$ cat src/rtl/snake_pkg.sv
package snake_pkg;

    localparam int COORD_BITS = 7;
    localparam int SCORE_BITS = 7;

    // One grid coordinate, all ones marks an empty body segment
    typedef logic [COORD_BITS-1:0] coord_t;

    localparam coord_t UNUSED_COORD = '1;

    typedef enum logic [1:0] {
        up    = 2'd0,
        down  = 2'd1,
        left  = 2'd2,
        right = 2'd3
    } heading_t;

    typedef enum logic [2:0] {
        idle         = 3'd0,
        wait_tick    = 3'd1,
        collision    = 3'd2,
        moving       = 3'd3,
        move_done    = 3'd4,
        eaten_fruit  = 3'd5,
        fruit_update = 3'd6,
        reset_idle   = 3'd7
    } game_state_t;

    localparam int DEFAULT_H_CELLS     = 124;    // Grid width in cells
    localparam int DEFAULT_V_CELLS     = 81;
    localparam int DEFAULT_LENGTH_BITS = 7;      // Max length is 2**bits - 1

    // Start position of head and fruit
    localparam int BEGIN_HEAD_X  = 8;
    localparam int BEGIN_HEAD_Y  = 40;
    localparam int BEGIN_LENGTH  = 6;
    localparam int BEGIN_FRUIT_X = 9;
    localparam int BEGIN_FRUIT_Y = 40;

    localparam int SCORE_WRAP = 99;              // Last score before wrapping to 0

endpackage

$ cat src/rtl/game_fsm.sv
`timescale 1ns/10ps

module game_fsm
    import snake_pkg::*;
(
    input  logic clock_25,
    input  logic reset,
    input  logic right_press,
    input  logic left_press,
    input  logic game_tik,
    input  logic collision,
    input  logic fruit_eaten,
    input  logic placement_bad,
    output logic clear,
    output logic running,
    output logic move,
    output logic grow,
    output logic place,
    output logic start,
    output logic game_over
);

    game_state_t state;
    game_state_t state_next;
    logic        any_press;

    assign any_press = right_press | left_press;

    always_ff @(posedge clock_25 or negedge reset) begin
        if (!reset) begin
            state <= reset_idle;
        end else begin
            state <= state_next;
        end
    end

    always_comb begin
        state_next = state;
        case (state)
            reset_idle: begin
                state_next = idle;
            end
            idle: begin
                if (any_press) begin
                    state_next = wait_tick;    // First press starts the game
                end
            end
            wait_tick: begin
                if (game_tik) begin
                    state_next = moving;
                end
            end
            moving: begin
                state_next = move_done;
            end
            move_done: begin
                // Collision wins over eating
                if (collision) begin
                    state_next = snake_pkg::collision;
                end else if (fruit_eaten) begin
                    state_next = eaten_fruit;
                end else begin
                    state_next = wait_tick;
                end
            end
            eaten_fruit: begin
                state_next = fruit_update;
            end
            fruit_update: begin
                if (!placement_bad) begin
                    state_next = wait_tick;    // Keep drawing candidates until one fits
                end
            end
            snake_pkg::collision: begin
                if (any_press) begin
                    state_next = reset_idle;
                end
            end
            default: begin
                state_next = reset_idle;
            end
        endcase
    end

    // Moore outputs
    assign clear     = (state == reset_idle);
    assign running   = (state == idle);
    assign move      = (state == moving);
    assign grow      = (state == eaten_fruit);
    assign place     = (state == fruit_update);
    assign game_over = (state == snake_pkg::collision);
    assign start     = state inside {wait_tick, moving, move_done, eaten_fruit, fruit_update};

    start_excludes_over: assert property (
        @(posedge clock_25) disable iff (!reset) !(start && game_over)
    ) else $error("start and game_over high together");

endmodule

$ cat src/rtl/steer_control.sv
`timescale 1ns/10ps

module steer_control
    import snake_pkg::*;
(
    input  logic     clock_25,
    input  logic     reset,
    input  logic     right_btn,
    input  logic     left_btn,
    input  logic     clear,
    input  logic     running,
    input  logic     move,
    output logic     right_press,
    output logic     left_press,
    output heading_t heading
);

    // Button vectors are {left, right}
    logic [1:0] btn_meta;
    logic [1:0] btn_sync;
    logic [1:0] btn_prev;
    logic [1:0] press_q;
    logic       turn_cw;         // Pending clockwise turn
    logic       turn_ccw;        // Pending anticlockwise turn
    heading_t   last_heading;    // Direction of the last move

    // Two synchroniser stages, then rising edge detect
    always_ff @(posedge clock_25 or negedge reset) begin
        if (!reset) begin
            btn_meta <= '0;
            btn_sync <= '0;
            btn_prev <= '0;
            press_q  <= '0;
        end else begin
            btn_meta <= {left_btn, right_btn};
            btn_sync <= btn_meta;
            btn_prev <= btn_sync;
            press_q  <= btn_sync & ~btn_prev;
        end
    end

    assign right_press = press_q[0];
    assign left_press  = press_q[1];

    // Move consumes the turn first, so a press on the move cycle is dropped
    always_ff @(posedge clock_25 or negedge reset) begin
        if (!reset) begin
            turn_cw  <= 1'b0;
            turn_ccw <= 1'b0;
        end else if (clear || move) begin
            turn_cw  <= 1'b0;
            turn_ccw <= 1'b0;
        end else if (!running && (right_press || left_press)) begin
            turn_cw  <= right_press & ~left_press;    // Both together cancel
            turn_ccw <= left_press & ~right_press;
        end
    end

    always_ff @(posedge clock_25 or negedge reset) begin
        if (!reset) begin
            last_heading <= right;
        end else if (clear) begin
            last_heading <= right;
        end else if (move) begin
            last_heading <= heading;
        end
    end

    always_comb begin
        heading = last_heading;
        if (turn_cw) begin
            case (last_heading)
                up:      heading = right;
                right:   heading = down;
                down:    heading = left;
                default: heading = up;
            endcase
        end else if (turn_ccw) begin
            case (last_heading)
                up:      heading = left;
                left:    heading = down;
                down:    heading = right;
                default: heading = up;
            endcase
        end
    end

    no_turn_in_idle: assert property (
        @(posedge clock_25) disable iff (!reset) running |-> !(turn_cw || turn_ccw)
    ) else $error("turn pending while waiting in idle");

endmodule

$ cat src/rtl/snake_body.sv
`timescale 1ns/10ps

module snake_body
    import snake_pkg::*;
#(
    parameter int h_cells     = DEFAULT_H_CELLS,
    parameter int v_cells     = DEFAULT_V_CELLS,
    parameter int length_bits = DEFAULT_LENGTH_BITS
)(
    input  logic                   clock_25,
    input  logic                   reset,
    input  logic                   clear,
    input  logic                   move,
    input  logic                   grow,
    input  heading_t               heading,
    input  coord_t                 probe_x,
    input  coord_t                 probe_y,
    output coord_t                 head_x,
    output coord_t                 head_y,
    output logic [length_bits-1:0] length,
    output logic                   collision,
    output logic                   probe_hit
);

    localparam int max_length = 2**length_bits - 1;
    localparam int segments   = max_length - 1;    // Head is kept apart from the store

    coord_t              seg_x [segments];
    coord_t              seg_y [segments];
    coord_t              step_x;
    coord_t              step_y;
    logic                step_ok;
    logic [segments-1:0] live;
    logic [segments-1:0] self_hit;
    logic [segments-1:0] probe_seg_hit;

    // Next head cell, blocked at the grid border
    always_comb begin
        step_x  = head_x;
        step_y  = head_y;
        step_ok = 1'b0;
        case (heading)
            up: begin
                step_ok = (head_y != '0);
                step_y  = head_y - 1'b1;
            end
            down: begin
                step_ok = (head_y < coord_t'(v_cells - 1));
                step_y  = head_y + 1'b1;
            end
            left: begin
                step_ok = (head_x != '0);
                step_x  = head_x - 1'b1;
            end
            default: begin
                step_ok = (head_x < coord_t'(h_cells - 1));
                step_x  = head_x + 1'b1;
            end
        endcase
    end

    always_ff @(posedge clock_25 or negedge reset) begin
        if (!reset) begin
            head_x <= coord_t'(BEGIN_HEAD_X);
            head_y <= coord_t'(BEGIN_HEAD_Y);
            length <= length_bits'(BEGIN_LENGTH);
        end else if (clear) begin
            head_x <= coord_t'(BEGIN_HEAD_X);
            head_y <= coord_t'(BEGIN_HEAD_Y);
            length <= length_bits'(BEGIN_LENGTH);
        end else begin
            if (move && step_ok) begin
                head_x <= step_x;
                head_y <= step_y;
            end
            if (grow && length != length_bits'(max_length)) begin
                length <= length + 1'b1;    // Saturates at max length
            end
        end
    end

    // Segment store, shifted behind the head on every step
    always_ff @(posedge clock_25) begin
        if (clear) begin
            for (int i = 0; i < segments; i++) begin
                if (i < BEGIN_LENGTH - 1) begin
                    seg_x[i] <= coord_t'(BEGIN_HEAD_X - 1 - i);
                    seg_y[i] <= coord_t'(BEGIN_HEAD_Y);
                end else begin
                    seg_x[i] <= UNUSED_COORD;
                    seg_y[i] <= UNUSED_COORD;
                end
            end
        end else if (move && step_ok) begin
            seg_x[0] <= head_x;
            seg_y[0] <= head_y;
            for (int i = 1; i < segments; i++) begin
                if (live[i]) begin
                    seg_x[i] <= seg_x[i-1];
                    seg_y[i] <= seg_y[i-1];
                end
            end
        end
    end

    // Parallel compare against every live segment
    always_comb begin
        for (int i = 0; i < segments; i++) begin
            live[i]          = (i < int'(length) - 1);
            self_hit[i]      = live[i] && seg_x[i] == head_x && seg_y[i] == head_y;
            probe_seg_hit[i] = live[i] && seg_x[i] == probe_x && seg_y[i] == probe_y;
        end
    end

    // A blocked step means the head sits on the border facing out
    assign collision = !step_ok || (|self_hit);
    assign probe_hit = (probe_x == head_x && probe_y == head_y) || (|probe_seg_hit);

endmodule

$ cat src/rtl/fruit_placer.sv
`timescale 1ns/10ps

module fruit_placer
    import snake_pkg::*;
#(
    parameter int h_cells = DEFAULT_H_CELLS,
    parameter int v_cells = DEFAULT_V_CELLS
)(
    input  logic                  clock_25,
    input  logic                  reset,
    input  logic                  clear,
    input  logic                  grow,
    input  logic                  place,
    input  logic                  probe_hit,
    input  coord_t                head_x,
    input  coord_t                head_y,
    output coord_t                fruit_x,
    output coord_t                fruit_y,
    output logic [SCORE_BITS-1:0] score,
    output logic                  fruit_eaten,
    output logic                  placement_bad
);

    // Index 0 drives x, index 1 drives y
    localparam logic [1:0][COORD_BITS-1:0] lfsr_seed = {7'b0110000, 7'b0011100};

    logic [1:0][COORD_BITS-1:0] lfsr;
    logic                       out_of_field;

    // x^7 + x^6 + 1, both generators free running
    always_ff @(posedge clock_25 or negedge reset) begin
        if (!reset) begin
            lfsr <= lfsr_seed;
        end else if (clear) begin
            lfsr <= lfsr_seed;
        end else begin
            for (int k = 0; k < 2; k++) begin
                lfsr[k] <= {lfsr[k][COORD_BITS-2:0], lfsr[k][6] ^ lfsr[k][5]};
            end
        end
    end

    always_ff @(posedge clock_25 or negedge reset) begin
        if (!reset) begin
            fruit_x <= coord_t'(BEGIN_FRUIT_X);
            fruit_y <= coord_t'(BEGIN_FRUIT_Y);
            score   <= '0;
        end else if (clear) begin
            fruit_x <= coord_t'(BEGIN_FRUIT_X);
            fruit_y <= coord_t'(BEGIN_FRUIT_Y);
            score   <= '0;
        end else if (grow) begin
            fruit_x <= lfsr[0];    // First candidate, checked during placement
            fruit_y <= lfsr[1];
            if (score == SCORE_BITS'(SCORE_WRAP)) begin
                score <= '0;
            end else begin
                score <= score + 1'b1;
            end
        end else if (place && placement_bad) begin
            fruit_x <= lfsr[0];
            fruit_y <= lfsr[1];
        end
    end

    // Fruit must stay inside the inner playfield
    assign out_of_field = (fruit_x <= coord_t'(1)) || (fruit_x >= coord_t'(h_cells - 1)) ||
                          (fruit_y <= coord_t'(1)) || (fruit_y >= coord_t'(v_cells - 1));

    assign placement_bad = probe_hit || out_of_field;
    assign fruit_eaten   = (fruit_x == head_x) && (fruit_y == head_y);

    // Only the head can reach a placed fruit
    placed_fruit_valid: assert property (
        @(posedge clock_25) disable iff (!reset)
        (!place && !clear && !fruit_eaten) |-> !placement_bad
    ) else $error("fruit left on snake or outside playfield");

endmodule

$ cat src/rtl/snake_game_top.sv
`timescale 1ns/10ps

module snake_game_top
    import snake_pkg::*;
#(
    parameter int h_cells     = DEFAULT_H_CELLS,
    parameter int v_cells     = DEFAULT_V_CELLS,
    parameter int length_bits = DEFAULT_LENGTH_BITS
)(
    input  logic                   clock_25,
    input  logic                   reset,
    input  logic                   right_btn,
    input  logic                   left_btn,
    input  logic                   game_tik,
    output logic                   start,
    output logic                   game_over,
    output coord_t                 head_x,
    output coord_t                 head_y,
    output coord_t                 fruit_x,
    output coord_t                 fruit_y,
    output heading_t               heading,
    output logic [SCORE_BITS-1:0]  score,
    output logic [length_bits-1:0] length
);

    // Control strobes from the FSM
    logic clear;
    logic running;
    logic move;
    logic grow;
    logic place;

    logic right_press;
    logic left_press;
    logic collision;
    logic probe_hit;
    logic fruit_eaten;
    logic placement_bad;

    game_fsm fsm0 (
        .clock_25      (clock_25),
        .reset         (reset),
        .right_press   (right_press),
        .left_press    (left_press),
        .game_tik      (game_tik),
        .collision     (collision),
        .fruit_eaten   (fruit_eaten),
        .placement_bad (placement_bad),
        .clear         (clear),
        .running       (running),
        .move          (move),
        .grow          (grow),
        .place         (place),
        .start         (start),
        .game_over     (game_over)
    );

    steer_control steer0 (
        .clock_25    (clock_25),
        .reset       (reset),
        .right_btn   (right_btn),
        .left_btn    (left_btn),
        .clear       (clear),
        .running     (running),
        .move        (move),
        .right_press (right_press),
        .left_press  (left_press),
        .heading     (heading)
    );

    snake_body #(
        .h_cells     (h_cells),
        .v_cells     (v_cells),
        .length_bits (length_bits)
    ) body0 (
        .clock_25  (clock_25),
        .reset     (reset),
        .clear     (clear),
        .move      (move),
        .grow      (grow),
        .heading   (heading),
        .probe_x   (fruit_x),     // Fruit position is the occupancy probe
        .probe_y   (fruit_y),
        .head_x    (head_x),
        .head_y    (head_y),
        .length    (length),
        .collision (collision),
        .probe_hit (probe_hit)
    );

    fruit_placer #(
        .h_cells (h_cells),
        .v_cells (v_cells)
    ) fruit0 (
        .clock_25      (clock_25),
        .reset         (reset),
        .clear         (clear),
        .grow          (grow),
        .place         (place),
        .probe_hit     (probe_hit),
        .head_x        (head_x),
        .head_y        (head_y),
        .fruit_x       (fruit_x),
        .fruit_y       (fruit_y),
        .score         (score),
        .fruit_eaten   (fruit_eaten),
        .placement_bad (placement_bad)
    );

endmodule

$ cat config.mk
export PLATFORM = sky130hd
export DESIGN_NAME = snake_game_top
export DESIGN_NICKNAME = d
export VERILOG_FILES = /design/src/rtl/snake_pkg.sv /design/src/rtl/game_fsm.sv /design/src/rtl/steer_control.sv /design/src/rtl/snake_body.sv /design/src/rtl/fruit_placer.sv /design/src/rtl/snake_game_top.sv
export SDC_FILE = /design/constraint.sdc
export NUM_CORES = 2
export LEC_CHECK = 0
export BUFFER_PORTS_ARGS = -buffer_cell sky130_fd_sc_hd__clkbuf_2
export CORE_UTILIZATION = 35
export DETAILED_ROUTE_END_ITERATION = 10
export PLACE_DENSITY = 0.5
export SLEW_MARGIN = 20
export SYNTH_ARGS = -nofsm -noshare
export SYNTH_HDL_FRONTEND = slang
export SYNTH_SLANG_ARGS = --single-unit
export TNS_END_PERCENT = 10
$ cat constraint.sdc
create_clock -name clock_25 -period 5.2 [get_ports clock_25]
set_input_delay 0.78 -clock clock_25 [delete_from_list [all_inputs] [get_ports clock_25]]
set_output_delay 0.78 -clock clock_25 [all_outputs]
set_load 0.05 [all_outputs]
# --- Word level (Yosys, flattened, before mapping) ---
# Memory sizes are Yosys's and may differ from the RTL's.
# Cells that the tools add are included.
op_classes:
  eq_ne: 525
  bitwise: 261
  reduce_logical: 538
  magnitude_cmp: 132
  addsub: 7
  n_mux: 793
op_table:
  columns: ["cell", "count"]
  rows:
  - ["7-bit equality test", 506]
  - ["8-bit by 32-bit less-than comparator with 1-bit output (first input constant)", 62]
  - ["7-bit 2-to-1 mux", 267]
  - ["7-bit by 32-bit less-than comparator with 1-bit output (first input constant)", 32]
  - ["6-bit by 32-bit less-than comparator with 1-bit output (first input constant)", 16]
  - ["1-bit logical AND", 509]
  - ["1-bit 2-to-1 mux", 509]
  - ["5-bit by 32-bit less-than comparator with 1-bit output (first input constant)", 8]
  - ["1-bit OR", 253]
  - ["126-bit OR reduction", 2]
  - ["4-bit by 32-bit less-than comparator with 1-bit output (first input constant)", 4]
  - ["3-bit by 32-bit less-than comparator with 1-bit output (first input constant)", 2]
  - ["1-bit by 32-bit less-than comparator with 1-bit output (first input constant)", 1]
  - ["2-bit by 32-bit less-than comparator with 1-bit output (first input constant)", 1]
  - ["7-bit by 1-bit adder with 7-bit output (second input constant)", 4]
  - ["7-bit one-hot mux with 2 select lines", 2]
  - ["3-bit one-hot mux with 8 select lines", 1]
  - ["3-bit 2-to-1 mux", 6]
  - ["7-bit >= comparator (second input constant)", 2]
  - ["7-bit by 1-bit <= comparator with 1-bit output (second input constant)", 2]
  - ["7-bit less-than comparator (second input constant)", 2]
  - ["14-bit 2-to-1 mux", 1]
  - ["7-bit nonzero test", 2]
  - ["7-bit by 1-bit subtractor with 7-bit output (second input constant)", 2]
  - ["28 further kinds", 60]
word_totals:
  ram_bits: 1764
  inputBits: 5
  reg_bits: 71
  out_inout_bits: 46
  mem_count: 2
  elab_cells: 2274
memory_table:
  columns: ["name", "words", "word_bits", "rd", "rd_clocked_by_memory_dff", "write_ports", "line", "rtl"]
  rows:
  - ["body0.seg_x", 126, 7, 126, 0, 126, "snake_body.sv:28", "coord_t seg_x [segments];"]
  - ["body0.seg_y", 126, 7, 126, 0, 126, "snake_body.sv:29", "coord_t seg_y [segments];"]

# --- Longest topological paths before layout ---
logic_depth:
  depth_word: 11
  ltp_mapped: 19
  depth_no_buf: 17

# --- Hierarchy ---
# Synthesis repeated with hierarchy kept, for this count alone.
hier_totals:
  hier_cells: 10094
  hier_area_um2: 113345.0
modules_own_cells:
  columns: ["module", "cells_each", "instances", "area_each_um2", "seq_area_each_um2"]
  rows:
  - ["snake_body", 9883, 1, 110999.0, 53502.6]
  - ["fruit_placer", 142, 1, 1630.3, 887.1]
  - ["steer_control", 40, 1, 489.2, 302.8]
  - ["game_fsm", 29, 1, 226.5, 78.8]

# --- Least setup slack after synthesis ---
# No wires, ideal clock.
synth_timing:
  kind: "flip-flop to flip-flop"
  start: "reg body0.length[1]"
  end: "mem body0.seg_x[3][28] in the netlist's numbering (enable)"
  period_less_slack_ns: 4.696
  setup_slack_ns: 0.504
  arrival_ns: 4.291
  required_time_ns: 4.796
  stages_incl_launch_ff: 16
  path_cell_list: "dfstp_2 buf_4 buf_2 inv_1 ha_1 buf_4 nor3b_4 a21boi_1 o21ai_1 buf_2 buf_1 clkbuf_1 nor2_1 nand2_1 clkbuf_1 o21ai_0"
synth_rtl:
  columns: ["element", "line", "rtl"]
  rows:
  - ["from (decl)", "snake_body.sv:20", "output logic [length_bits-1:0] length,"]
  - ["from (signal assigned)", "snake_body.sv:66", "length <= length_bits'(BEGIN_LENGTH);"]
  - ["from (signal assigned)", "snake_body.sv:70", "length <= length_bits'(BEGIN_LENGTH);"]
  - ["from (signal assigned)", "snake_body.sv:77", "length <= length + 1'b1;"]
  - ["to (decl)", "snake_body.sv:28", null]

# --- Worst setup path in the final report ---
layout_timing:
  start: "reg body0.head_y[5]"
  end: "reg fsm0.state[2]"
layout_between:
  elab_chain_len: 6
layout_rtl:
  columns: ["element", "line", "rtl"]
  rows:
  - ["from (decl)", "snake_body.sv:19", "output coord_t head_y,"]
  - ["from (signal assigned)", "snake_body.sv:65", "head_y <= coord_t'(BEGIN_HEAD_Y);"]
  - ["from (signal assigned)", "snake_body.sv:69", "head_y <= coord_t'(BEGIN_HEAD_Y);"]
  - ["from (signal assigned)", "snake_body.sv:74", "head_y <= step_y;"]
  - ["7-bit less-than comparator, or another cell as far along", "snake_body.sv:48", "step_ok = (head_y < coord_t'(v_cells - 1));"]
  - ["1-bit one-hot mux with 3 select lines, or another cell as far along", "snake_body.sv:42", "case (heading)"]
  - ["1-bit zero test, or another cell as far along", "snake_body.sv:116", "assign collision = !step_ok || (|self_hit);"]
  - ["1-bit logical OR (on tied branches)", "snake_body.sv:116, fruit_placer.sv:70", null]
  - ["3-bit 2-to-1 mux / 2-bit != test (equally long branches)", null, null]
  - ["3-bit one-hot mux with 8 select lines / 4-bit AND reduction (equally long branches)", null, null]
  - ["to (signal assigned)", "game_fsm.sv:31", "state <= reset_idle;"]
  - ["to (signal assigned)", "game_fsm.sv:33", "state <= state_next;"]
  - ["to (decl)", "game_fsm.sv:23", "game_state_t state;"]
# Several ways; a longest one is shown, not always the timed one.
# A chain may end at the register's enable or synchronous reset.

==> impl_metrics.tcl <==
set metrics [dict create \
    synth_compound_area_share_pct 2.97 \
    yosysWarnings 0 \
    final-setup-viol-count 0 \
    syn_area_per_cell_um2 11.1 \
    crit_type "reg2reg" \
    gr-usage-all-layers_pct 29.7 \
    pre_cts_ws_ns -0.0904 \
    synth_top_family_by_area "XOR/XNOR gates" \
    vias 83400 \
    grt_pass1_vias 83400 \
    netlist.top_cell.by_area "edfxtp_1" \
    critPathMaxFanout 11 \
    synth_top_cells_by_area "edfxtp_1 46%, xor2_1 16%, xnor2_1 12%" \
    synth_flop_cell "edfxtp_1" \
    overflow 0 \
    wl_um 501000 \
    fin_tns_setup_ns 0 \
    clockBufferDepth 4 \
    numCtsBuffers 220 \
    cp-end-kind "flop" \
    cts_tree "built" \
    die_h_um 573 \
    drive_above_1_share_pct 23.7 \
    root_buffer "clkbuf_16" \
    power_leakage_nw 39.6 \
    netlist_area_um2 114000 \
    synth_edf_count 1764 \
    io_pins 51 \
    muxShareOfSynthArea_pct 0.0187 \
    yosys.area_share.adder_pct 0.233 \
    cp.required_ns 6.06 \
    skew_ns 0.0656 \
    wl_per_cell_um 33.1 \
    max_freq_mhz 194 \
    row_count 209 \
    n_fill_cell 31400 \
    clock_latency_ns 0.94 \
    arrival_ns 6.02 \
    synth_xor_xnor_area_share_pct 27.4 \
    synthArstFlopShare_pct 3.87 \
    synth.net_count 10300 \
    core_area_um2 324000 \
    p_total_mw 69.2 \
    finalWorstSetupSlack_ns 0.0367 \
    die_area_um2 328000 \
    finalWeightedCongestion 1.03 \
    worst_pin_slew_ns 1.29 \
    cellPowerDensity_nw_per_um2 525 \
    timing.final.crit_period_ns 5.16 \
    whs_ns 0.285 \
    syn_inst 10200 \
    synth_cell_type_count 101 \
    start_util_pct 35.2 \
    layout.nets 10600 \
    max_slew_margin_pct 13.6 \
    synth-simple-area-share_pct 18.5 \
    first_pass_iters 8 \
    synth_top_area_share_pct 46.5 \
    via_per_inst 5.52 \
    post-dp-hpwl_um 372000 \
    ys_seq_area_share_pct 48.0 \
    grt_max_degree 134 \
    die_x_um 573 \
    drc_errors 0 \
    min_path_type "in2reg" \
    layoutNonFillerInstCount 15100 \
    cts.clk_slew.worst_paths_ns 0.06 \
    rsz0062_at_grt "false" \
    crit_path_start_kind "flop" \
    hold_viol 0 \
    dp_cells 14700 \
    cap_violations 0 \
    area_growth_pct 15.5 \
    drt_iter0_drc 8789 \
    final_antenna_net_count 0 \
    io_buffers 50 \
    slew_viol_final 0 \
    outcome "finished, final reports clean" \
    ir_worst_vdd_v 0.000418 \
    grt_antenna_before_repair 38 \
    cts_sinks 1835 \
    htreeDepth 4 \
    synth-seq-cells 1835 \
    timing.final.crit_share_pct 99.3 \
    grt_pass1_wl_um 690000 \
]
## what timing repair did
item	4_1_cts	5_1_grt
buffers inserted	0	15
hold endpoints to repair	12	0
hold buffers	3	0
endpoints found under the setup margin	11	10
resized for setup	3	4
pin swaps	0	1
## final cells by class
type	count	area, um2	area share (%)
Antenna cell	8	20.0	0.0152
Clock inverter	149	1550	1.18
Sequential cell	1835	54900	41.7
Tap cell	4325	5410	4.11
Inverter	31	116	0.0883
Multi-Input combinational cell	7664	56300	42.7
Timing Repair Buffer	849	7800	5.92
Clock buffer	258	5710	4.33
## layer usage
layer  GRT usage (%)  vias to the layer above  routed length (um)
met5               0                        -                 185
met4            13.4                       28               25900
li1                -                    36200                   -
met2            46.4                     3355              223000
met3            5.32                      891               37100
met1            40.1                    43000              215000
## worst max-delay path, stage by stage, from the launching register on
cell and delay (ns):
dfstp_4 0.88, buf_12 0.24, xor2_1 0.65, nor4_2 0.09
buf_2 0.23, nand4_1 0.39, a21oi_1 0.13, a21oi_1 0.25
o2111ai_1 0.21, or4_1 0.64, or4_4 0.63, or4b_1 0.56
o211ai_1 0.11
## state kept, by name, summed over array words and instances (netlist names)
name,flops
body0.head_y,7
fruit0.fruit_y,7
steer0.turn_ccw,1
fruit0.lfsr,14
steer0.btn_prev,2
steer0.turn_cw,1
steer0.last_heading,2
body0.length,7
fsm0.state,3
fruit0.score,7
steer0.btn_meta,2
steer0.btn_sync,2
body0.seg_y,882
fruit0.fruit_x,7
body0.head_x,7
body0.seg_x,882
steer0.press_q,2
## cells in the final DEF, fill, tap and decap left out, types with 30 or more instances in the layout
cell type	Yosys	final
edfxtp_1	1764	1764
buf_12	0	122
nand3_1	229	228
xor2_1	2050	2050
clkbuf_2	0	49
clkbuf_16	0	221
or2_2	1259	1259
a21oi_1	102	102
dfrtp_1	52	30
nand2b_1	409	409
and2_1	51	50
nand4_1	400	400
clkbuf_1	269	33
nor4_1	488	478
clkinv_1	2	52
buf_4	10	673
clkinv_2	0	47
nor2_1	166	161
or3_1	109	109
nand2_1	187	184
o21ai_1	8	60
xnor2_1	1510	1509
o21ai_0	142	89
nor3_1	200	180
## synthesized netlist by cell type (7+ instances only)
library cell and count:
a2111oi_0 19, a211oi_1 21, a21o_1 8, a21oi_1 102, a22oi_1 13, a311oi_1 10
a31oi_1 13, a32o_1 7, a32oi_1 10, and2_1 51, and3_1 24, buf_1 37
buf_2 383, buf_4 10, clkbuf_1 269, dfrtp_1 52, dfstp_2 19, edfxtp_1 1764
ha_1 18, inv_1 29, nand2_1 187, nand2b_1 409, nand3_1 229, nand4_1 400
nor2_1 166, nor2b_1 14, nor3_1 200, nor4_1 488, o2111ai_1 24, o211ai_1 13
o21ai_0 142, o21ai_1 8, o22ai_1 21, o311ai_0 12, o311ai_1 8, or2_2 1259
or3_1 109, or4_1 14, xnor2_1 1510, xor2_1 2050
## report_power, final
part	switching, mW	internal [mW]
logic	20.6	11.8
clock network	6.85	9.15
registers	2.58	18.3
total	30.0	39.2
## logic make-up (layout without fill, tap and decap cells)
family | after synthesis | count (layout)
multiplexers | 2 | 2
AO/OA/AOI/OAI | 505 | 505
other | 0 | 8
XOR/XNOR | 3561 | 3561
buffers and inverters | 734 | 1287
AND/OR/NAND/NOR | 3576 | 3576
adder cells (fa/ha/maj) | 20 | 20
flip-flops | 1835 | 1835
## worst paths after layout
path / start / to / slack (ns) / cells after the start
worst max register to register: body0.head_y[5] / fsm0.state[2] / 0.04 / 12
min in group asynchronous: reset / body0.head_x[2] / 0.31 / 2
worst max-delay path: body0.head_y[5] / fsm0.state[2] / 0.04 / 12
worst min register to register: steer0.btn_meta[0] / steer0.btn_sync[0] / 0.34 / 0
worst min-delay path: game_tik / fsm0.state[1] / 0.28 / 3
max in group asynchronous: reset / fruit0.fruit_y[4] / 3.68 / 3
## metrics by stage
stage | cell area (um2) | utilization [%]
finish | 132000 | 40.6
global route | 132000 | 40.6
detailed placement | 124000 | 38.3
floorplan | 114000 | -
CTS | 132000 | 40.6
global placement | 124000 | 38.3
No activity file was read; power rests on OpenSTA's default activity.
